--- src/rtl/huff_fifo.sv ---
module huff_fifo #(
	parameter type payload_t = logic,
	parameter int  depth     = 16
) (
	input  logic     clk,
	input  logic     rstN,
	input  logic     wr_valid,
	input  payload_t wr_data,
	output logic     wr_ready,
	output logic     rd_valid,
	output payload_t rd_data,
	input  logic     rd_ready
);
	localparam int PTR_W = (depth > 1) ? $clog2(depth) : 1;
	localparam int CNT_W = $clog2(depth + 1);

	payload_t         mem [depth];
	logic [PTR_W-1:0] wr_ptr;
	logic [PTR_W-1:0] rd_ptr;
	logic [CNT_W-1:0] count;
	logic             push;
	logic             pop;

	// wrap at depth, depth need not be a power of two
	function automatic logic [PTR_W-1:0] next_ptr(input logic [PTR_W-1:0] ptr);
		if (ptr == PTR_W'(depth - 1)) begin
			return '0;
		end
		return ptr + 1'b1;
	endfunction

	assign wr_ready = (count != CNT_W'(depth));
	assign rd_valid = (count != '0);
	// show-ahead, head word always on the output
	assign rd_data  = mem[rd_ptr];
	assign push     = wr_valid & wr_ready;
	assign pop      = rd_valid & rd_ready;

	always_ff @(posedge clk) begin
		if (push) begin
			mem[wr_ptr] <= wr_data;
		end
	end

	always_ff @(posedge clk or negedge rstN) begin
		if (!rstN) begin
			wr_ptr <= '0;
			rd_ptr <= '0;
			count  <= '0;
		end else begin
			if (push) begin
				wr_ptr <= next_ptr(wr_ptr);
			end
			if (pop) begin
				rd_ptr <= next_ptr(rd_ptr);
			end
			case ({push, pop})
				2'b10:   count <= count + 1'b1;
				2'b01:   count <= count - 1'b1;
				default: count <= count;
			endcase
		end
	end

endmodule

--- config.mk ---
export PLATFORM = sky130hd
export DESIGN_NAME = huff_fifo
export DESIGN_NICKNAME = d
export VERILOG_FILES = /design/src/rtl/huff_fifo.sv
export SDC_FILE = /design/constraint.sdc
export NUM_CORES = 1
export LEC_CHECK = 0
export BUFFER_PORTS_ARGS = -buffer_cell sky130_fd_sc_hd__buf_2
export CAP_MARGIN = 25
export CORE_UTILIZATION = 59
export CTS_BUF_LIST = sky130_fd_sc_hd__clkbuf_16
export DETAILED_ROUTE_END_ITERATION = 12
export GPL_ROUTABILITY_DRIVEN = 0
export PLACE_DENSITY = 0.83
export SYNTH_ARGS = -nofsm -noshare
export SYNTH_HDL_FRONTEND = slang
export SYNTH_SLANG_ARGS = --single-unit
--- constraint.sdc ---
create_clock -name clk -period 3.3 [get_ports clk]
set_clock_uncertainty 0.1 [all_clocks]
set_input_delay 0.33 -clock clk [delete_from_list [all_inputs] [get_ports clk]]
set_output_delay 0.33 -clock clk [all_outputs]
set_load 0.03 [all_outputs]
# Word-level counts from Yosys, hierarchy flattened
# Memory sizes are Yosys's and may differ from the RTL's.
# Cells that the tools add are included.
# W data, S select, Z words.
[classes]
n_addsub = 4
mux = 11
eq_ne = 5
n_reduce_logical = 2
bitwise = 2
[op_table]
columns = ["op", "count"]
rows = [
  ["$mux W4", 4],
  ["$pmux W5 S2", 1],
  ["$add A4 B1 Y4 const B", 2],
  ["$eq A4 B4 Y1 const B", 2],
  ["$mux W1", 6],
  ["$add A5 B1 Y5 const B", 1],
  ["$ne A5 B5 Y1 const B", 1],
  ["$reduce_bool A5 Y1", 1],
  ["$sub A5 B1 Y5 const B", 1],
  ["$and A1 B1 Y1", 2],
  ["$eq A2 B1 Y1 const B", 1],
  ["$eq A2 B2 Y1 const B", 1],
  ["$reduce_bool A2 Y1", 1],
]
[word_totals]
ramBits = 16
ff_bits = 13
n_memories = 1
output_inout_bits = 3
[mem_list]
columns = ["name", "words", "width", "read_ports", "rd_clocked_by_memory_dff", "write_ports", "line", "source"]
rows = [
  ["mem", 16, 1, 1, 0, 1, "17", "payload_t mem [depth];"],
]

# Logic depth before layout (Yosys ltp)
[depth]
word_depth = 4
depth_mapped = 10
ltp_nobuf = 9

# Worst setup path after synthesis
# OpenSTA, ideal clock, no wires.
[synth_path]
path_type = "register -> register"
from = "reg count[1]"
to = "reg count[4]"
path_slack_ps = 793
arrival_ps = 2327
path_stages_with_launch = 11
synth_period_minus_slack_ps = 2507
path_buffers = 1
setup_ps = 80
cell_sequence = "dfrtp_1 > nor4_4 > a21boi_1 > buf_2 > inv_1 > ha_1 > ha_1 > a21o_1 > a21oi_1 > mux2i_1 > xnor2_1"
[synth_via]
elab_chain_len = 4
elab_cells_between_ends = 10
cone_classes = "2 x add/sub; 3 x eq/ne; 1 x mux; 2 x bitwise; 2 x reduce/logical"
[synth_rtl]
columns = ["element", "line", "source"]
rows = [
  ["from (decl)", "20", "logic [CNT_W-1:0] count;"],
  ["from (signal assigned)", "58", "2'b10: count <= count + 1'b1;"],
  ["from (signal assigned)", "59", "2'b01: count <= count - 1'b1;"],
  ["from (signal assigned)", "60", "default: count <= count;"],
  ["$ne A5 B5 Y1 / $reduce_bool A5 Y1 (equally long branches)", "32, 33", ""],
  ["$and A1 B1 Y1, on equally long branches", "36, 37", ""],
  ["$eq A2 B1 Y1 / $eq A2 B2 Y1 (equally long branches)", "57", "case ({push, pop})"],
  ["$pmux W5 S2 / $reduce_bool A2 Y1 (equally long branches)", "n/a", ""],
]
# Several ways; a longest one is shown, not always the timed one.
# A chain may end at the register's enable or synchronous reset.

# Final worst setup path
[layout_path]
from = "reg count[0]"
to = "reg count[4]"
# Same word-level chain as after synthesis.

==> flow_summary_export.csv <==
group,metric,value,unit
synthesis,synthXorXnorAreaFrac,3.51,%
flow_run,max-cap-violations,0,
power,peakVddDrop,0.703,mV
cts,numClockSinks,29,
cts,cts_tree,"done",
min_path,holdPathEnd,"mem[15]",
cts,clkTransAtPathRegs,50,ps
finish,multiInputGateArea,646,um2
global_route,grt_pass1_wl,4310,um
power,p_total,1.63,mW
synthesis,synth_edf_count,16,
route,wl_met2,1250,um
route,wire_per_inst,16.1,um
critical_path,critPathKind,"flip-flop to flip-flop",
cts,post_cts_buffers,0,
timing,timing.final.max_slew_violations,0,
critical_path,slowest_delay,570,ps
floorplan,die_y,52.4,um
min_path,whs_path_depth,1,
critical_path,cp-start-kind,"flip-flop",
floorplan,placementRows,17,
synthesis,async_reset_ff_share,44.8,%
timing,max_clock_freq,346,MHz
finish,finalNetCount,149,
power,power-per-cell-area,966,nW/um2
critical_path,reg2reg_setup_slack,410,ps
status,run_status,"complete, no violations",
cts,cts_buffers,5,
route,drt-initial-drc-count,25,
placement,place_inst,154,
cts,hold_buffers,1,
finish,final-seq-area,806,um2
route,wl_met1,1190,um
timing,period_share,87.6,%
route,met3_length,123,um
floorplan,start_util,65.2,%
synthesis,synth_area_leaders,"edfxtp_1, dfrtp_1, ha_1",
route,post-route-drc-count,0,
cts,insertion_delay,270,ps
power,p_leak,0.704,nW
synthesis,synth-compound-area-share,9.36,%
timing,whs,340,ps
critical_path,reg2reg_from,"count[0]",
timing,period_minus_slack,2890,ps
placement,io_buffers,7,
synthesis,syn_nets,139,
min_path,hp-start,"wr_data",
cts,clockRootBuffer,"clkbuf_16",
critical_path,cp_slowest_cell,"a21boi_1",
route,viasPerCell,5.64,
synthesis,synth_cells,124,
cts,cts_buffer_depth,2,
min_path,hp-class,"primary input to flip-flop",
synthesis,synth_top_area_cell,"edfxtp_1",
synthesis,avgSynthCellArea,12.1,um2
route,final_antenna_net_count,0,
global_route,antenna_found_initial,0,
finish,diodes,0,
timing,finalSetupViolations,0,
synthesis,yosysSeqAreaShare,53.8,%
finish,drive_gt1_share,13.3,%
synthesis,synthSimpleGateAreaFrac,12.8,%
critical_path,reg2reg_to,"count[4]",
finish,fill_cells,151,
synthesis,synth.area.mux_share,8.60,%
synthesis,ys_ff_latch,29,
floorplan,die_area,2740,um2
synthesis,ys.warnings.count,0,
critical_path,crit_required,3390,ps
critical_path,r2r_cells,9,
floorplan,die_x,52.4,um
timing,relSlewSlack,54.5,%
route,top_layer,"met4",
floorplan,io_pins,8,
synthesis,synth_fa_ha_area_share,8.86,%
finish,area_delta_synth_final,12.6,%
synthesis,yosysTopAreaCellShare,32.1,%
synthesis,synthesis.area,1500,um2
critical_path,arrival,2980,ps
cts,cts_resized,0,
cts,cts.htree.levels,2,
route,vias,920,
timing,rsz0062_at_grt,"false",
global_route,track_usage,22.8,%
timing,tightest_slew,680,ps
global_route,overflow,0,
finish,final_cell_count_no_fill,163,
floorplan,core_area,2300,um2
global_route,grt_start_max_net_pins,17,
route,first_pass_iters,4,
global_route,grt_pass1_vias,923,
route,drt_wl_total,2630,um
critical_path,cp-end-kind,"flip-flop",
critical_path,path_cells,"nor4_4 > a21boi_1 > inv_1 > ha_1 > fa_1 > a21o_1 > a21oi_1 > mux2i_1 > xnor2_1",
timing,tns,0,ps
critical_path,crit_fanout,11,
synthesis,synthFlopType,"edfxtp_1",
synthesis,ys_types,34,
timing,hold_violations,0,
placement,place_hpwl,1820,um
synthesis,synth_top_family_by_area,"simple AND/OR/NAND/NOR gates",
-- cell type report --
| class | instances | share of cell area (%) |
|---|---|---|
| well taps | 28 | 2.08 |
| repair buffers | 8 | 2.67 |
| clock inverters | 3 | 0.668 |
| flip-flops and latches | 29 | 47.8 |
| clock buffers | 5 | 7.42 |
| inverters | 5 | 1.11 |
| multi-input cells | 85 | 38.3 |
-- Yosys cell counts, types with 2 or more instances --
master and n:
mux2i_1 5, dfrtp_1 13, inv_1 5, xnor2_1 5, nor3_1 5, nand2_1 12, a21o_1 4, ha_1 9
edfxtp_1 16, a221oi_1 2, nor2b_1 2, mux4_2 2, nand3_1 2, nor2_1 13, a31oi_1 2, buf_1 2
nand2b_1 2, mux2_1 2, o21ai_0 5, a21oi_1 2
-- stage by stage --
step	instance area, um2	utilization [%]	worst slack, ps
2_1_floorplan	1500	-	793
3_3_place_gp	1540	67.0	561
3_5_place_dp	1540	67.0	431
4_1_cts	1690	73.4	406
5_1_grt	1690	73.4	160
6_report	1690	73.4	410
-- worst max path at each step --
stage / start / endpoint / cells after the start
after floorplan: count[1] / count[4] / 10
after global placement: count[0] / count[4] / 9
after detailed placement: count[0] / count[4] / 9
after CTS: count[0] / count[4] / 9
after global routing: count[0] / count[4] / 9
final: count[0] / count[4] / 9
-- registers in the layout, summed over array words and instances, names as in the netlist --
name / flops
wr_ptr: 4
rd_ptr: 4
mem: 16
count: 5
-- placed cells by master (no fill, tap or decap), types with 2 or more instances in the layout --
| master | synthesis | layout |
|---|---|---|
| a21o_1 | 4 | 4 |
| a21oi_1 | 2 | 2 |
| a221oi_1 | 2 | 2 |
| a31oi_1 | 2 | 2 |
| buf_2 | 1 | 7 |
| clkbuf_16 | 0 | 5 |
| dfrtp_1 | 13 | 13 |
| edfxtp_1 | 16 | 16 |
| ha_1 | 9 | 9 |
| inv_1 | 5 | 7 |
| mux2_1 | 2 | 2 |
| mux2i_1 | 5 | 5 |
| mux4_2 | 2 | 2 |
| nand2_1 | 12 | 12 |
| nand2b_1 | 2 | 2 |
| nand3_1 | 2 | 2 |
| nor2_1 | 13 | 13 |
| nor2b_1 | 2 | 2 |
| nor3_1 | 5 | 5 |
| o21ai_0 | 5 | 5 |
| xnor2_1 | 5 | 5 |
-- layer usage --
layer,vias up,GRT usage (%)
met5,-,0
met4,0,12.7
met3,9,5.80
met2,25,36.1
met1,423,28.2
li1,463,-
-- critical path, delay by kind of cell, from the launching register on --
family | cells | cell delay [ps]
AO/OA/AOI/OAI | 3 | 900
XOR/XNOR | 1 | 140
adder cells (fa/ha/maj) | 2 | 750
buffers and inverters | 1 | 110
flip-flops | 1 | 470
multiplexers | 1 | 230
AND/OR/NAND/NOR | 1 | 100
-- power by group --
part | total (mW) | leakage [nW] | internal [mW] | switching (mW)
Sequential | 0.640 | 0.301 | 0.485 | 0.154
Combinational | 0.581 | 0.330 | 0.272 | 0.309
Clock | 0.409 | 0.0738 | 0.269 | 0.140
Total | 1.63 | 0.704 | 1.03 | 0.603
-- logic make-up (layout without fill, tap and decap cells) --
| logic type | after synthesis | count (layout) |
|---|---|---|
| xor gates and xnor gates | 6 | 6 |
| AOI/OAI and AO/OA | 20 | 20 |
| buffers and inverters | 10 | 21 |
| muxes | 10 | 10 |
| adders and majority gates | 10 | 10 |
| DFF | 29 | 29 |
| and+or+nand+nor | 39 | 39 |
Note: power is estimated with default switching activity, not from simulation.
