==> src/include/huff_defs.svh <==
`ifndef HUFF_DEFS_SVH
`define HUFF_DEFS_SVH

// source and output word width
`define HUFF_WORD_W 32

// longest code in the table, in bits
`define HUFF_MAX_CODE_LEN 16

// code length field, holds 0 to 16
`define HUFF_LEN_W 5

// fifo depths, input and output side
`define HUFF_IN_DEPTH 16
`define HUFF_OUT_DEPTH 16

// byte counter width
`define HUFF_MSG_LEN_W 32

`endif

==> src/rtl/huff_pkg.sv <==
`include "huff_defs.svh"

package huff_pkg;

	//////////////////////////////
	// stream payloads
	//////////////////////////////

	// one source word, nbytes is 1 to 4, taken from the top byte down
	typedef struct packed {
		logic [`HUFF_WORD_W-1:0] data;
		logic [2:0]              nbytes;
		logic                    last;
	} in_beat_t;

	// one byte symbol
	typedef struct packed {
		logic [7:0] sym;
		logic       last;
	} sym_beat_t;

	// table entry, bits right-aligned
	typedef struct packed {
		logic [`HUFF_LEN_W-1:0]        len;
		logic [`HUFF_MAX_CODE_LEN-1:0] bits;
	} code_t;

	// table entry travelling with its last flag
	typedef struct packed {
		code_t code;
		logic  last;
	} code_beat_t;

	// packed output word
	typedef logic [`HUFF_WORD_W-1:0] word_t;

endpackage

==> src/rtl/huff_bit_packer.sv <==
`include "huff_defs.svh"

module huff_bit_packer (
	input  logic                 clk,
	input  logic                 rstN,
	input  logic                 code_valid,
	input  huff_pkg::code_beat_t code,
	output logic                 code_ready,
	output logic                 word_valid,
	output huff_pkg::word_t      word,
	input  logic                 word_ready,
	output logic                 done
);
	localparam int WORD_W = `HUFF_WORD_W;
	localparam int ACC_W  = `HUFF_WORD_W + `HUFF_MAX_CODE_LEN;
	localparam int CNT_W  = $clog2(ACC_W + 1);

	// bits gather from the top of acc_q down, unused low bits stay zero
	logic [ACC_W-1:0]              acc_q;
	logic [CNT_W-1:0]              cnt_q;
	logic                          pend_last_q;
	logic                          full_word;
	logic                          final_word;
	logic                          flush_empty;
	logic                          fire;
	logic                          pend_after;
	logic                          accept;
	logic [ACC_W-1:0]              base_acc;
	logic [CNT_W-1:0]              base_cnt;
	logic [`HUFF_MAX_CODE_LEN-1:0] code_mask;
	logic [CNT_W-1:0]              shamt;
	logic [ACC_W-1:0]              code_aligned;

	//////////////////////////////
	// output side
	//////////////////////////////
	assign full_word   = (cnt_q >= CNT_W'(WORD_W));
	// tail of a message, zero padded by construction
	assign final_word  = pend_last_q & (cnt_q != '0) & (cnt_q <= CNT_W'(WORD_W));
	assign flush_empty = pend_last_q & (cnt_q == '0);
	assign word_valid  = full_word | final_word;
	assign word        = acc_q[ACC_W-1 -: WORD_W];
	assign fire        = word_valid & word_ready;
	assign done        = fire & final_word;

	// state left once this cycle's word has gone
	always_comb begin
		base_acc = acc_q;
		base_cnt = cnt_q;
		if (fire) begin
			if (final_word) begin
				base_acc = '0;
				base_cnt = '0;
			end else begin
				base_acc = acc_q << WORD_W;
				base_cnt = cnt_q - CNT_W'(WORD_W);
			end
		end
	end

	//////////////////////////////
	// input side
	//////////////////////////////
	// no new message codes until the tail of this one is out
	assign pend_after = pend_last_q & ~done & ~flush_empty;
	assign code_ready = ~pend_after & (base_cnt < CNT_W'(WORD_W));
	assign accept     = code_valid & code_ready;

	// keep only len bits, msb lands just below the current fill
	assign code_mask    = ~({`HUFF_MAX_CODE_LEN{1'b1}} << code.code.len);
	assign shamt        = CNT_W'(ACC_W) - base_cnt - CNT_W'(code.code.len);
	assign code_aligned = ACC_W'(code.code.bits & code_mask) << shamt;

	always_ff @(posedge clk or negedge rstN) begin
		if (!rstN) begin
			acc_q       <= '0;
			cnt_q       <= '0;
			pend_last_q <= 1'b0;
		end else begin
			if (accept) begin
				acc_q <= base_acc | code_aligned;
				cnt_q <= base_cnt + CNT_W'(code.code.len);
			end else begin
				acc_q <= base_acc;
				cnt_q <= base_cnt;
			end
			pend_last_q <= pend_after | (accept & code.last);
		end
	end

endmodule

==> config.mk <==
export PLATFORM = sky130hd
export DESIGN_NAME = huff_bit_packer
export DESIGN_NICKNAME = d
export VERILOG_FILES = /design/src/rtl/huff_pkg.sv /design/src/rtl/huff_bit_packer.sv
export VERILOG_INCLUDE_DIRS = /design/src /design/src/include
export SDC_FILE = /design/constraint.sdc
export NUM_CORES = 1
export LEC_CHECK = 0
export BUFFER_PORTS_ARGS = -buffer_cell sky130_fd_sc_hd__buf_2
export CORE_UTILIZATION = 55
export DETAILED_ROUTE_END_ITERATION = 8
export HOLD_SLACK_MARGIN = 0.15
export PLACE_DENSITY = 0.77
export SETUP_SLACK_MARGIN = 0.15
export SYNTH_ARGS = -nofsm -noshare
export SYNTH_HDL_FRONTEND = slang
export SYNTH_SLANG_ARGS = --single-unit
export TNS_END_PERCENT = 10
==> constraint.sdc <==
create_clock -name clk -period 9.6 [get_ports clk]
set_clock_uncertainty 0.1 [all_clocks]
set_input_delay 1.92 -clock clk [delete_from_list [all_inputs] [get_ports clk]]
set_output_delay 1.92 -clock clk [all_outputs]
set_load 0.005 [all_outputs]
After elaboration in Yosys (flattened, before gate mapping)

Cells that the tools add are included.

Register bits: 55
Latch bits: 0
Bits in writable memories: 0
ROM bits: 0
Input port bits: 26
Output and inout bits: 35
Memories: 0

Add/sub/neg operators: 4
Multiply operators: 0
Div/mod/pow operators: 0
Order comparisons: 3
Equal/unequal tests: 0
Shift-type cells: 2
Muxes and demuxes: 6
Bitwise operators: 18
Reductions and logical operators: 2

Operators with widths:

| operator                                                             | count |
|---|---|
| 48-bit 2-to-1 mux                                                    | 3 |
| 48-bit OR                                                            | 1 |
| 16-bit by 6-bit << shifter with 48-bit output                        | 1 |
| 6-bit 2-to-1 mux                                                     | 3 |
| 16-bit bitwise AND                                                   | 1 |
| 16-bit NOT                                                           | 1 |
| 16-bit by 5-bit << shifter with 16-bit output (first input constant) | 1 |
| 1-bit bitwise AND                                                    | 10 |
| 6-bit by 5-bit adder with 6-bit output                               | 1 |
| 6-bit >= comparator (second input constant)                          | 1 |
| 6-bit less-or-equal comparator (second input constant)               | 1 |
| 6-bit zero test                                                      | 1 |
| 6-bit less-than comparator (second input constant)                   | 1 |
| 6-bit nonzero test                                                   | 1 |
| 6-bit by 5-bit subtractor with 6-bit output                          | 1 |
| 6-bit subtractor (first input constant)                              | 1 |
| 6-bit subtractor (second input constant)                             | 1 |
| 1-bit NOT                                                            | 3 |
| 1-bit OR                                                             | 2 |

Logic depth before layout (Yosys ltp)

Depth after elaboration: 14
Mapped depth: 18

Worst setup path before layout

OpenSTA, ideal clock, no wires.

Path kind: input-to-reg
From: input word_ready
To: register acc_q[18]
Library setup time: 0.124 ns
Arrival: 4.863 ns
Required time: 9.376 ns
Path slack: 4.513 ns
Stages: 15
Buffers on the path: 1
Path through: buf_2 nand3_1 nand2_1 inv_1 ha_1 inv_1 ha_1 inv_1 fa_1 xor2_2 nand2_1 a221oi_1 a211o_1 a2111oi_0 a211o_1

Word-level cells in the longest chain between the ends: 9
Elaborated cells between the ends (all ways): 16
Those cells by class: 2 x add/sub; 1 x order compare; 1 x shift; 3 x mux; 9 x bitwise

RTL lines:

| element                                                  | RTL line              | source |
|---|---|---|
| from (decl)                                              | huff_bit_packer.sv:11 | `input logic word_ready,` |
| 1-bit bitwise AND *                                      | huff_bit_packer.sv:43 | `assign fire = word_valid & word_ready;` |
| branches (longest 7 deep; another with 6-bit subtractor) | -                     |  |
| 48-bit 2-to-1 mux *                                      | huff_bit_packer.sv:80 | `if (accept) begin` |
| to (signal assigned)                                     | huff_bit_packer.sv:81 | `acc_q <= base_acc \| code_aligned;` |
| to (signal assigned)                                     | huff_bit_packer.sv:84 | `acc_q <= base_acc;` |
| to (decl)                                                | huff_bit_packer.sv:19 | `logic [ACC_W-1:0] acc_q;` |

Mark *: on every way between the ends.

Worst setup path in the final report

From: input word_ready
To: register acc_q[22]

Same word-level chain as after synthesis.

==> impl_metrics.toml <==
[timing]
fmax_mhz = 163
post-route-period-util = 0.640
setup_viol = 0
maxSlewHeadroom = 0.197
tightestPinTransition_ns = 1.20
final.min_clock_period_ns = 6.14
finalHoldViolations = 0
rsz0062_at_grt = "false"
maxSlewViolCount = 0
finalSetupTns_ns = 0
whs_ns = 0.391

[critical_path]
cp.arrival_ns = 6.25
cp_slowest_cell = "nor2b_1"
crit_path_frequent_cell = "inv_1"
crit_type = "in2reg"
critPathMaxFanout = 16
cp-end-kind = "flop"
crit_path_max_incr_delay_ns = 0.85
required_ns = 9.71
worstPathCellList = "buf_2 > nand3_1 > nand2_1 > inv_1 > ha_1 > inv_1 > ha_1 > inv_1 > fa_1 > nand2b_1 > a21oi_1 > xnor2_1 > nor2b_1 > nand2_1 > o311ai_1"
worst_setup_path_start_kind = "input pin"

[die]
core-area_sq_mm = 0.00777
rows = 32
die_w_microns = 92.0
start_util = 0.573
die-area_sq_mm = 0.00846
die_h_microns = 92.0
io_pins = 61

[routing]
drt_iter0_drc = 269
vias = 4079
totalWireLength_microns = 11900
viasPerCell = 6.56
ant_nets = 0
avgRoutedWirePerCell_microns = 19.2
drt_pass1_iterations = 5
drc = 0

[clock_tree]
cts_buffers = 5
clk_latency_ns = 0.33
cts_resized = 0
clock_path_buffers = 2
cts_root_buf = "clkbuf_8"
htree_levels = 2
cts_hold_buf = 0
cts_tree = "yes"
clk_pin_slew_worst_paths_ns = 0.10
post_cts_buffers = 0
clock_sinks = 55

[layout]
area_growth_pct = 3.23
antenna_cells = 0
layout-drive-gt1-share = 0.181
nets = 560
fin_cells = 622
n_fill_cell = 714

[synth]
synth-edff-count = 0
async_reset_ff_frac = 1.00
syn_inst = 517
syn_nets = 558
postSynthAreaPerCell_sq_um = 8.61
synth_area_sq_mm = 0.00445
ys_seq_area_frac = 0.309
ys_ff_latch = 55
synth_cell_type_count = 71
ys.flop_type = "dfrtp_1"
synth_warnings = 0

[global_route]
grt_pass1_wl_microns = 19800
grt_start_max_net_pins = 56
grt-ovfl-total = 0
antenna_found_initial = 0
grt_pass1_vias = 3786
grt_util_all_layers = 0.295

[place]
io_buffers = 60
routabilityCongestion = 0.928
dp_cells = 614
dp_hpwl_microns = 8700

[flow_run]
cap_violations = 0

[run_status]
outcome = "finished clean"

[hold_path]
hold_class = "reg2reg"
## worst max-delay path, delay by kind of cell
kind,cells,cell delay [ns]
fa+ha+maj,3,1.04
buf+inv,4,0.46
compound gates,2,0.59
simple gates,5,1.98
xor+xnor,1,0.22
## worst paths after layout
check,startpoint,end,slack (ns),cells after the start
worst max-delay path,word_ready,acc_q[22],3.46,15
worst min-delay path,acc_q[6],acc_q[6],0.39,2
worst max register to register,cnt_q[0],acc_q[22],4.12,17
worst min register to register,acc_q[6],acc_q[6],0.39,2
max in group asynchronous,rstN,acc_q[37],7.30,2
min in group asynchronous,rstN,cnt_q[3],1.60,2
## cells in the final DEF (no fill, tap or decap), types with 11 or more instances in the layout
cell,n
a21oi_1,21
a22o_1,14
a22oi_1,11
buf_2,60
dfrtp_1,55
ha_1,12
inv_1,22
mux2i_1,12
nand2_1,45
nor2_1,30
nor3_1,12
o21ai_0,35
o221ai_1,12
o22ai_1,13
## state kept, by name, summed over array words and instances, names as in the netlist
register     count
pend_last_q      1
cnt_q            6
acc_q           48
## stage by stage
stage | worst slack [ns] | util | area [sq um]
after CTS | 3.60 | 0.591 | 4590
after global routing | 3.22 | 0.591 | 4590
after floorplan | 4.51 | - | 4450
after global placement | 3.52 | 0.579 | 4500
final | 3.46 | 0.591 | 4590
after detailed placement | 3.28 | 0.579 | 4500
## final cells by class
type                       count  area (sq um)  area share
multi-input combinational    371          2580       0.563
clock inverter                 3          27.5     0.00599
timing repair buffer          63           323      0.0703
clock buffer                   5          68.8      0.0150
sequential                    55          1380       0.300
tap                          102           128      0.0278
inverter                      23          86.3      0.0188
## synth_stat cells, types with 4 or more instances
master	n	area (sq um)
o211ai_1	10	75.1
mux2_2	8	90.1
a22oi_1	11	82.6
a22o_1	14	123
nand2_1	45	169
a21o_1	6	45.0
nor2_1	30	113
xnor2_1	6	52.6
o21ai_0	35	175
a21oi_1	21	105
o221ai_1	12	105
and2_1	4	25.0
dfrtp_1	55	1380
inv_1	22	82.6
buf_2	16	80.1
o22ai_1	13	81.3
nand4_1	9	56.3
and3_1	4	25.0
buf_4	34	255
ha_1	12	150
mux2i_1	12	120
a211oi_1	8	60.1
nand2b_1	8	50.1
nor3_1	12	60.1
a221o_1	4	40.0
clkbuf_1	17	63.8
nand3_1	10	50.1
nor2b_1	5	31.3
nor4_1	5	31.3
## metal layers
layer | GRT usage | up-vias | share of wire
met5 | 0 | - | 0
met4 | 0.0703 | 0 | 0.015
met3 | 0.0514 | 17 | 0.059
met2 | 0.479 | 145 | 0.48
met1 | 0.409 | 2006 | 0.44
li1 | - | 1911 | -
## cell families (layout without fill, tap and decap cells)
logic type	Yosys count	after routing	synth area share
compound gates	177	177	0.290
simple gates	147	147	0.164
buf+inv	91	94	0.110
flops	55	55	0.309
mux	22	22	0.0554
fa+ha+maj	15	15	0.0472
xor+xnor	10	10	0.0245
Power is not shown: default switching activity piles up to over one toggle a cycle in this logic, so the estimate is an artifact.
