<file path="src/include/huff_defs.svh">
`ifndef HUFF_DEFS_SVH
`define HUFF_DEFS_SVH

// source and output word width
`define HUFF_WORD_W 32

// longest code in the table, in bits
`define HUFF_MAX_CODE_LEN 16

// code length field, holds 0 to 16
`define HUFF_LEN_W 5

// fifo depths, input and output side
`define HUFF_IN_DEPTH 16
`define HUFF_OUT_DEPTH 16

// byte counter width
`define HUFF_MSG_LEN_W 32

`endif

</file>
<file path="src/rtl/huff_pkg.sv">
`include "huff_defs.svh"

package huff_pkg;

	//////////////////////////////
	// stream payloads
	//////////////////////////////

	// one source word, nbytes is 1 to 4, taken from the top byte down
	typedef struct packed {
		logic [`HUFF_WORD_W-1:0] data;
		logic [2:0]              nbytes;
		logic                    last;
	} in_beat_t;

	// one byte symbol
	typedef struct packed {
		logic [7:0] sym;
		logic       last;
	} sym_beat_t;

	// table entry, bits right-aligned
	typedef struct packed {
		logic [`HUFF_LEN_W-1:0]        len;
		logic [`HUFF_MAX_CODE_LEN-1:0] bits;
	} code_t;

	// table entry travelling with its last flag
	typedef struct packed {
		code_t code;
		logic  last;
	} code_beat_t;

	// packed output word
	typedef logic [`HUFF_WORD_W-1:0] word_t;

endpackage

</file>
<file path="src/rtl/huff_byte_split.sv">
`include "huff_defs.svh"

module huff_byte_split (
	input  logic                       clk,
	input  logic                       rstN,
	input  logic                       in_valid,
	input  huff_pkg::in_beat_t         in_beat,
	output logic                       in_ready,
	output logic                       sym_valid,
	output huff_pkg::sym_beat_t        sym,
	input  logic                       sym_ready,
	output logic [`HUFF_MSG_LEN_W-1:0] msg_len
);
	localparam int MSG_W = `HUFF_MSG_LEN_W;

	huff_pkg::in_beat_t beat_q;
	logic               busy_q;
	logic [1:0]         idx_q;
	logic [1:0]         byte_sel;
	logic               last_byte;
	logic               emit;
	logic               take;
	logic               new_msg_q;

	// index 0 is the top byte
	assign byte_sel  = ~idx_q;
	assign last_byte = ({1'b0, idx_q} == beat_q.nbytes - 3'd1);
	assign emit      = sym_valid & sym_ready;

	// next beat may load while the last byte of this one leaves
	assign in_ready  = ~busy_q | (sym_ready & last_byte);
	assign take      = in_valid & in_ready;

	assign sym_valid = busy_q;
	assign sym.sym   = beat_q.data[{byte_sel, 3'b000} +: 8];
	assign sym.last  = beat_q.last & last_byte;

	//////////////////////////////
	// beat holding and byte walk
	//////////////////////////////
	always_ff @(posedge clk) begin
		if (take) begin
			beat_q <= in_beat;
		end
	end

	always_ff @(posedge clk or negedge rstN) begin
		if (!rstN) begin
			busy_q <= 1'b0;
			idx_q  <= 2'd0;
		end else if (take) begin
			busy_q <= 1'b1;
			idx_q  <= 2'd0;
		end else if (emit) begin
			if (last_byte) begin
				busy_q <= 1'b0;
			end
			idx_q <= idx_q + 2'd1;
		end
	end

	//////////////////////////////
	// message byte count
	//////////////////////////////
	always_ff @(posedge clk or negedge rstN) begin
		if (!rstN) begin
			msg_len   <= '0;
			new_msg_q <= 1'b1;
		end else if (emit) begin
			// first byte after a last restarts the count
			msg_len   <= new_msg_q ? MSG_W'(1) : msg_len + 1'b1;
			new_msg_q <= sym.last;
		end
	end

endmodule

</file>
<file path="config.mk">
export PLATFORM = sky130hd
export DESIGN_NAME = huff_byte_split
export DESIGN_NICKNAME = d
export VERILOG_FILES = /design/src/rtl/huff_pkg.sv /design/src/rtl/huff_byte_split.sv
export VERILOG_INCLUDE_DIRS = /design/src /design/src/include
export SDC_FILE = /design/constraint.sdc
export NUM_CORES = 1
export LEC_CHECK = 0
export ABC_AREA = 1
export BUFFER_PORTS_ARGS = -buffer_cell sky130_fd_sc_hd__buf_2
export CORE_MARGIN = 2
export CORE_UTILIZATION = 35
export CTS_BUF_LIST = sky130_fd_sc_hd__clkbuf_4 sky130_fd_sc_hd__clkbuf_8 sky130_fd_sc_hd__clkbuf_16
export DETAILED_ROUTE_END_ITERATION = 6
export GPL_TIMING_DRIVEN = 0
export PLACE_DENSITY = 0.55
export SYNTH_ARGS = -nofsm -noshare
export SYNTH_HDL_FRONTEND = slang
export SYNTH_SLANG_ARGS = --single-unit
</file>
<file path="constraint.sdc">
create_clock -name clk -period 2.9 [get_ports clk]
set_input_delay 0.435 -clock clk [delete_from_list [all_inputs] [get_ports clk]]
set_output_delay 0.435 -clock clk [all_outputs]
set_load 0.01 [all_outputs]
</file>
# After elaboration in Yosys (flattened, before gate mapping)
# Index checks and enable logic that the tools add are counted.
# word_totals
latchBits	0
input_bits	40
mem_count	0
rom_bits	0
ram_bits	0
register_bits	72
# classes
addsub	3
shift	1
magnitude_cmp	0
n_eq_ne	1
div_mod_pow	0
bitwise_logic	7
n_mux	6
n_reduce_logical	3
multipliers	0
# ops
operator	n
32-bit by 1-bit adder with 32-bit output (second input constant)	1
32-bit two-way mux	1
32-bit by 6-bit variable part select with 8-bit output	1
1-bit bitwise AND	4
2-bit two-way mux	2
2-bit nonzero test	2
2-bit by 3-bit equality test with 1-bit output	1
1-bit two-way mux	3
3-bit by 1-bit subtractor with 3-bit output (second input constant)	1
2-bit by 1-bit adder with 2-bit output (second input constant)	1
2-bit NOT	1
2-bit AND reduction	1
1-bit NOT	1
1-bit OR	1

# Depth between registers and ports, before layout
# Gate-level depths: netlist of the first run.
# logic_depth
word_depth	7
ltp_mapped	9

# Worst setup path after synthesis of the first run
# OpenSTA, ideal clock, no wires.
# synth_path
path_type	register to register
startpoint	register beat_q[1] in the netlist's numbering
endpoint	register beat_q[0] in the netlist's numbering, enable pin
arrival_ns	2.745
path_stages_with_launch	6
setup_slack_ns	-0.286
setup_ns	0.441
required_ns	2.459
cell_sequence	edfxtp_1 inv_1 ha_1 xor2_1 nand4_1 a21oi_1
# synth_via
elab_chain_cells	5
# synth_rtl
item	line_no	rtl
from (decl)	huff_byte_split.sv:16	huff_pkg::in_beat_t beat_q;
from (signal assigned)	huff_byte_split.sv:43	beat_q <= in_beat;
3-bit by 1-bit subtractor with 3-bit output	huff_byte_split.sv:27	assign last_byte = ({1'b0, idx_q} == beat_q.nbytes - 3'd1);
2-bit by 3-bit equality test with 1-bit output	huff_byte_split.sv:27	
1-bit bitwise AND	huff_byte_split.sv:31	assign in_ready = ~busy_q | (sym_ready & last_byte);
1-bit OR	huff_byte_split.sv:31	
1-bit bitwise AND	huff_byte_split.sv:32	assign take = in_valid & in_ready;
named net take	huff_byte_split.sv:22	logic take;
# The timed path passes the listed nets, and every way through them passes these cells.
# A chain may end at the register's enable or synchronous reset.

==> results of run 1 <==
[layout by cell type, fill, tap and decap left out, drive strengths merged, types with 2 or more instances in the layout]
cell type and count:
o21ai 31, nand4 3, inv 46, clkbuf 11, nand3b 2, xor2 3
ha 2, dfrtp 35, nor3 2, nor2 89, buf 88, a21oi 20
edfxtp 36, o22ai 8, nand2 85, nand3 20
[through the flow]
stage	area (sq um)	util	cells	TNS (ns)	setup slack [ns]
finish	4310	0.443	625	0	0.586
global route	4310	0.443	625	0	0.411
CTS	4310	0.443	625	0	0.550
detailed placement	4100	0.421	609	0	0.800
global placement	4060	0.418	608	-1.20	-0.0347
floorplan	3490	-	393	0	0.409
[flip-flops by register name, indices dropped and copies added, names as in the netlist]
signal     count
beat_q        36
sym_valid      1
new_msg_q      1
msg_len       32
idx_q          2
[worst max-delay path: cells and delay by family (launching register included)]
kind,cells,cell delay [ns]
AO/OA/AOI/OAI,2,0.39
buffers and inverters,3,0.82
flip-flops,1,0.32
[final cells by class]
| type | instances | area, sq um |
|---|---|---|
| clock buffers | 9 | 124 |
| flip-flops and latches | 72 | 1980 |
| multi-input cells | 272 | 1300 |
| inverters | 42 | 159 |
| well taps | 133 | 166 |
| repair buffers | 83 | 438 |
| fillers | 985 | 5420 |
| plain buffers | 7 | 47.5 |
| clock inverters | 7 | 83.8 |
[report_power, final]
| group | internal (mW) | switching (mW) |
|---|---|---|
| clock network | 0.416 | 0.439 |
| logic | 0.366 | 0.628 |
| registers | 1.26 | 0.141 |
| total | 2.05 | 1.21 |
[logic make-up (layout without fill, tap and decap cells)]
family	count (synthesis)	count (layout)	synth area share
buf+inv	49	148	0.0593
xor+xnor	4	4	0.0101
fa+ha+maj	2	2	0.00719
simple gates	203	203	0.258
compound gates	63	63	0.0963
flops	72	72	0.570
[worst max path at each step]
stage	to	slack, ns	startpoint	cells past startpoint
after floorplan	beat_q[0]$_DFFE_PP_	0.41	beat_q[1]$_DFFE_PP_	5
after global placement	beat_q[6]$_DFFE_PP_	-0.03	beat_q[1]$_DFFE_PP_	5
after detailed placement	beat_q[11]$_DFFE_PP_	0.80	beat_q[1]$_DFFE_PP_	6
after CTS	sym[3]	0.55	idx_q[0]$_DFFE_PN0P_	5
after global routing	sym[3]	0.41	idx_q[0]$_DFFE_PN0P_	5
final	sym[3]	0.59	idx_q[0]$_DFFE_PN0P_	5
[metal layers]
metal,part of all wire,global-route usage
met1,0.48,0.238
met3,0.049,0.0403
met2,0.46,0.248
met5,0,0
met4,0.0082,0.0454
==> run summary, run 1 <==
Status: complete, no violations
Number of synthesized flops with an enable pin: 36
Yosys top cell by area: edfxtp_1
DIE HEIGHT: 104 microns
DRT Pass-1 Iters: 4
Gpl congestion: 0.803
Post-CTS setup buffers: 0
Final-report setup violation count: 0
Layout area overhead: 23.6%
Wirelength per Cell: 13.5 microns
Post-Syn Area: 0.00348 sq mm
CTS H-tree depth: 3
Post-Syn Instances: 393
Post-synthesis cell type count: 35
Crit end category: output pin
Clock sinks: 72
Power Density: 755 mW/mm^2
Ports: 83
Max Freq: 432 MHz
Total grt overflow: 0
Hold WS: 0.171 ns
Routed via count: 2912
Number of cell rows: 36
Die Area: 0.0108 sq mm
Vias in the first global route: 2811
Worst-path clk slew: 0.09 ns
Asr flop ratio synth: 0.500
Total Wirelength: 8410 microns
Maximum clock path buffer count: 2
CP Launch Type: register
Buffers added on ports: 82
R2R Path Start: beat_q[1]$_DFFE_PP_
Final period utilization: 0.798
DRC Markers: 0
Worst Tran Pin Value: 0.817 ns
Critical path type: register to output pin
First-pass GRT wire length: 14000 microns
Syn nets: 435
Synth warn: 0
Worst-case vdd ir drop: 0.368 mV
Most instantiated library cell after synthesis: nand2_1
Final slew viol count: 0
Worst skew pair latency: 0.35 ns
Tmin final: 2.31 ns
Post-DRT Antenna Nets: 0
Total track usage: 0.165
CTS tree: done
Initial antenna violation count: 0
RSZ-0062 raised after global routing: no
Synth top cells by count: nand2_1 (82), nor2_1 (80), inv_1 (40)
Share of cells above drive strength 1: 0.252
Cts hold-fix bufs: 0
Final Power: 3.25 mW
Fin. Hold Viols: 0
Synth Flop Type: edfxtp_1
First DRT Iteration DRCs: 214
LEAKAGE: 1.98 nW
Synthesized area per cell: 8.86 sq um
Starting Density: 0.358
Synthesized flop and latch total: 72
Type of the most critical hold path: primary input to asynchronous set/reset pin
Post-cts resize count: 0
CP Cell Sequence: buf_2 -> clkbuf_1 -> o21ai_0 -> o22ai_1 -> buf_2
CTS buffer count: 9
DIE WIDTH: 104 microns
Slowest Stage Delay on Critical Path: 0.44 ns
R2R Setup Slk: 0.81 ns
Largest net degree at the start of global routing: 37
Max capacitance violation total: 0
Slowest-stage cell, CP: clkbuf_1
Slew Limit Headroom: 0.455
Largest fanout on the critical path: 10
WP data arrival: 1.88 ns
HPWL Detailed: 6210 microns
Yosys top cell area share: 0.310
CP Data Required Time: 2.47 ns
Root buf cell: clkbuf_8
Worst reg-to-reg path cell count: 6
Cell mode on critical path: buf_2
DR vias/cell: 4.66
Core Region: 0.00973 sq mm
R2R Path End: beat_q[19]$_DFFE_PP_
Synth top area cells: edfxtp_1 (31%), dfrtp_1 (25%), nand2_1 (8.8%), nor2_1 (8.6%), inv_1 (4.3%)
Final Skew: 0.00596 ns
Register area share after synthesis: 0.570
N_diodes: 0
Final #Nets: 529
Power figures use the tool's default switching activity.
==> run 2, diff against run 1 <==
- ABC_AREA: 1 -> 0
- PLACE_DENSITY: 0.55 -> 0.54
- clock period: 2.9 -> 2.2 ns (I/O delays scaled with it)
==> run 2 against run 1 <==
  * Non-clock buffer count up 2
  * Count of clock-buffer cells in the layout is the same
  * Sequential share of layout area grew 2.2 points
  * Combinational power up 6%
  * First-iteration DRC count down 62%
  * Clock power grew 44%
  * Hold slack worse by 0.10 ns
  * Register-to-register slack worse by 0.70 ns
  * Final cell count down 25%
  * Highest routed layer unchanged
==> run summary, run 2 <==
Initial antenna violation count: 0 (unchanged)
Max FFs per register: 36 (unchanged)
Crit end category: register
Met3 usage: 0.0479 (+0.00757)
Synthesized area per cell: 12.6 sq um (+42%)
Number of cell rows: 35 (-2.8%)
Routed via count: 2473 (-15%)
Worst-path clk slew: 0.09 ns (about the same)
Register area share after synthesis: 0.607 (+0.0373)
GR Layer Usage met1: 0.196 (-0.0423)
Total grt overflow: 0 (unchanged)
Fin. Hold Viols: 0 (unchanged)
Total Wirelength: 7410 microns (-12%)
Synth Flop Type: edfxtp_1
Fillers: 868 (-12%)
Vias in the first global route: 2434 (-13%)
DRT Pass-1 Iters: 4 (unchanged)
Post-Syn Instances: 260 (-34%)
Final period utilization: 0.950
Most frequent cells in the layout: buf_2 (83), edfxtp_1 (36), dfrtp_1 (35)
Layout area overhead: 25.7%
First-pass GRT wire length: 12000 microns (-14%)
Wirelength per Cell: 15.8 microns (+17%)
Final slew viol count: 0 (unchanged)
Most Used Layer, Global Route: met2
Storage element area: 0.00198 sq mm (unchanged)
Critical path type: register to register
Largest fanout on the critical path: 10 (unchanged)
Dpl cells: 453 (-26%)
Post-synthesis cell type count: 43 (+23%)
Clock sinks: 72 (unchanged)
Worst skew pair latency: 0.35 ns (about the same)
Synth warn: 0 (unchanged)
Share of cells above drive strength 1: 0.352 (+0.0999)
Starting Density: 0.357 (-0.000822)
WP data arrival: 2.33 ns (+0.45 ns)
Syn nets: 302 (-31%)
Max Freq: 479 MHz
Die Area: 0.0101 sq mm (-5.9%)
Core Region: 0.00915 sq mm (-5.9%)
Final std cells w/o fill: 469 (-25%)
CP Data Required Time: 2.44 ns (-0.03 ns)
Worst Tran Pin Value: 0.828 ns (+0.0113 ns)
Most flop-heavy register: beat_q
Post-Syn Area: 0.00327 sq mm (-6.1%)
Largest regs: beat_q (36), msg_len (32), idx_q (2)
Synth top cells by count: edfxtp_1 (36), dfrtp_1 (35), nand2_1 (23)
Status: complete, no violations
Max capacitance violation total: 0 (unchanged)
Cts hold-fix bufs: 0 (unchanged)
Yosys top cell by area: edfxtp_1
DIE WIDTH: 101 microns (-3.0%)
CTS tree: done
Type of the most critical hold path: primary input to asynchronous set/reset pin
Final #Nets: 395 (-25%)
Total track usage: 0.154 (-0.0110)
Worst-case vdd ir drop: 0.522 mV (+42%)
Largest net degree at the start of global routing: 39 (+5.4%)
Buffers added on ports: 82 (unchanged)
Final-report setup violation count: 0 (unchanged)
Asr flop ratio synth: 0.500 (unchanged)
Yosys top cell area share: 0.331 (+0.0203)
Gpl congestion: 0.726 (-9.5%)
DR vias/cell: 5.27 (+13%)
GR Util met2: 0.249 (+0.000847)
Number of synthesized flops with an enable pin: 36 (unchanged)
Final Skew: 0.0138 ns (+0.00783 ns)
Power Density: 980 mW/mm^2 (+30%)
Slew Limit Headroom: 0.448 (-0.00752)
Tmin final: 2.09 ns
Most common cell after layout, fill and taps aside: buf_2
N_diodes: 0 (unchanged)
Root buf cell: clkbuf_8
DRC Markers: 0 (unchanged)
CP Launch Type: register
Post-DRT Antenna Nets: 0 (unchanged)
Ports: 83 (unchanged)
DIE HEIGHT: 101 microns (-3.0%)
HPWL Detailed: 5140 microns (-17%)
Most instantiated library cell after synthesis: edfxtp_1
CTS buffer count: 9 (unchanged)
CTS H-tree depth: 3 (unchanged)
Area of the multi-input gates: 0.00126 sq mm (-3.1%)
Post-cts resize count: 4 (+4)
LEAKAGE: 1.69 nW (-15%)
First DRT Iteration DRCs: 81 (-62%)
Setup TNS: 0 ns (unchanged)
RSZ-0062 raised after global routing: no
Synthesized flop and latch total: 72 (unchanged)
Maximum clock path buffer count: 2 (unchanged)
Synth top area cells: edfxtp_1 (33%), dfrtp_1 (27%), mux4_2 (5.5%), nand2_1 (2.6%), or4_1 (2.3%)
Post-CTS setup buffers: 0 (unchanged)
==> run 2: cell count changes in the layout (fill, tap and decap cells not counted), sizes merged, moves of 6 or more <==
cell   before  now
a21oi      20   14
inv        46   10
mux2i       0    6
mux4        0    8
nand2      85   23
nand3      20   14
nor2       89   12
nor4        0    7
o21ai      31    8
o22ai       8    0
o31ai       0    9
or4         0   13
==> run 2: worst paths after layout <==
kind                                   startpoint                      end  slack, ns  cells past startpoint
hold reg to reg               beat_q[0]$_DFFE_PP_    new_msg_q$_DFFE_PN1P_       0.53                      2
min in group clk                      in_beat[24]     beat_q[24]$_DFFE_PP_       0.14                      1
setup reg to reg           msg_len[4]$_DFFE_PN0P_  msg_len[30]$_DFFE_PN0P_       0.11                      5
setup / recovery           msg_len[4]$_DFFE_PN0P_  msg_len[30]$_DFFE_PN0P_       0.11                      5
hold / removal                               rstN     idx_q[0]$_DFFE_PN0P_       0.07                      1
max in group asynchronous                    rstN    sym_valid$_DFFE_PN0P_       1.60                      1
==> run 2: power breakdown <==
| part | total (mW) | internal (mW) | switching (mW) |
|---|---|---|---|
| Clock | 1.23 | 0.664 | 0.564 |
| Sequential | 1.75 | 1.61 | 0.147 |
| Combinational | 1.05 | 0.467 | 0.579 |
| Total | 4.03 | 2.74 | 1.29 |
==> run 2: through the flow <==
step | total power [mW] | setup WS, ns | hold WS, ns | area, sq um | utilization
2_1_floorplan | 2.41 | 0.174 | 0.0344 | 3280 | -
3_3_place_gp | 2.79 | 0.0610 | 0.483 | 3830 | 0.418
3_5_place_dp | 2.80 | 0.0857 | 0.482 | 3830 | 0.418
4_1_cts | 4.05 | 0.0138 | 0.0820 | 4060 | 0.444
5_1_grt | 4.28 | 0.00725 | 0.120 | 4110 | 0.449
6_report | 4.03 | 0.110 | 0.0675 | 4110 | 0.449
==> run 2: metal layers <==
layer	wire length, microns	up-vias	share of wire
met5	0	-	0
met1	3270	1205	0.44
met3	472	8	0.064
met4	99	0	0.013
li1	-	1187	-
met2	3570	73	0.48
==> run 2: logic make-up (layout without fill, tap and decap cells) <==
| family | Yosys count | count (layout) | synth area share |
|---|---|---|---|
| AND/OR/NAND/NOR | 103 | 103 | 0.175 |
| flip-flops | 72 | 72 | 0.607 |
| AO/OA/AOI/OAI | 42 | 42 | 0.0838 |
| buffers and inverters | 16 | 114 | 0.0233 |
| multiplexers | 14 | 14 | 0.0735 |
| XOR/XNOR | 11 | 11 | 0.0295 |
| adder cells (fa/ha/maj) | 2 | 2 | 0.00766 |
==> run 2: final cells by class <==
class	instances	area share
Buffer	10	0.0140
Inverter	6	0.00548
Clock buffer	9	0.0301
Timing Repair Buffer	82	0.0999
Sequential cell	72	0.483
Clock inverter	7	0.0265
Tap cell	111	0.0338
Multi-Input combinational cell	172	0.308
==> run 2: worst max-delay path, cell delays in order, from the launching register on <==
cell and delay, ns:
dfrtp_1 0.48, nand4_1 0.24, or4_4 0.60, buf_6 0.16, o31a_2 0.32, o21a_1 0.18
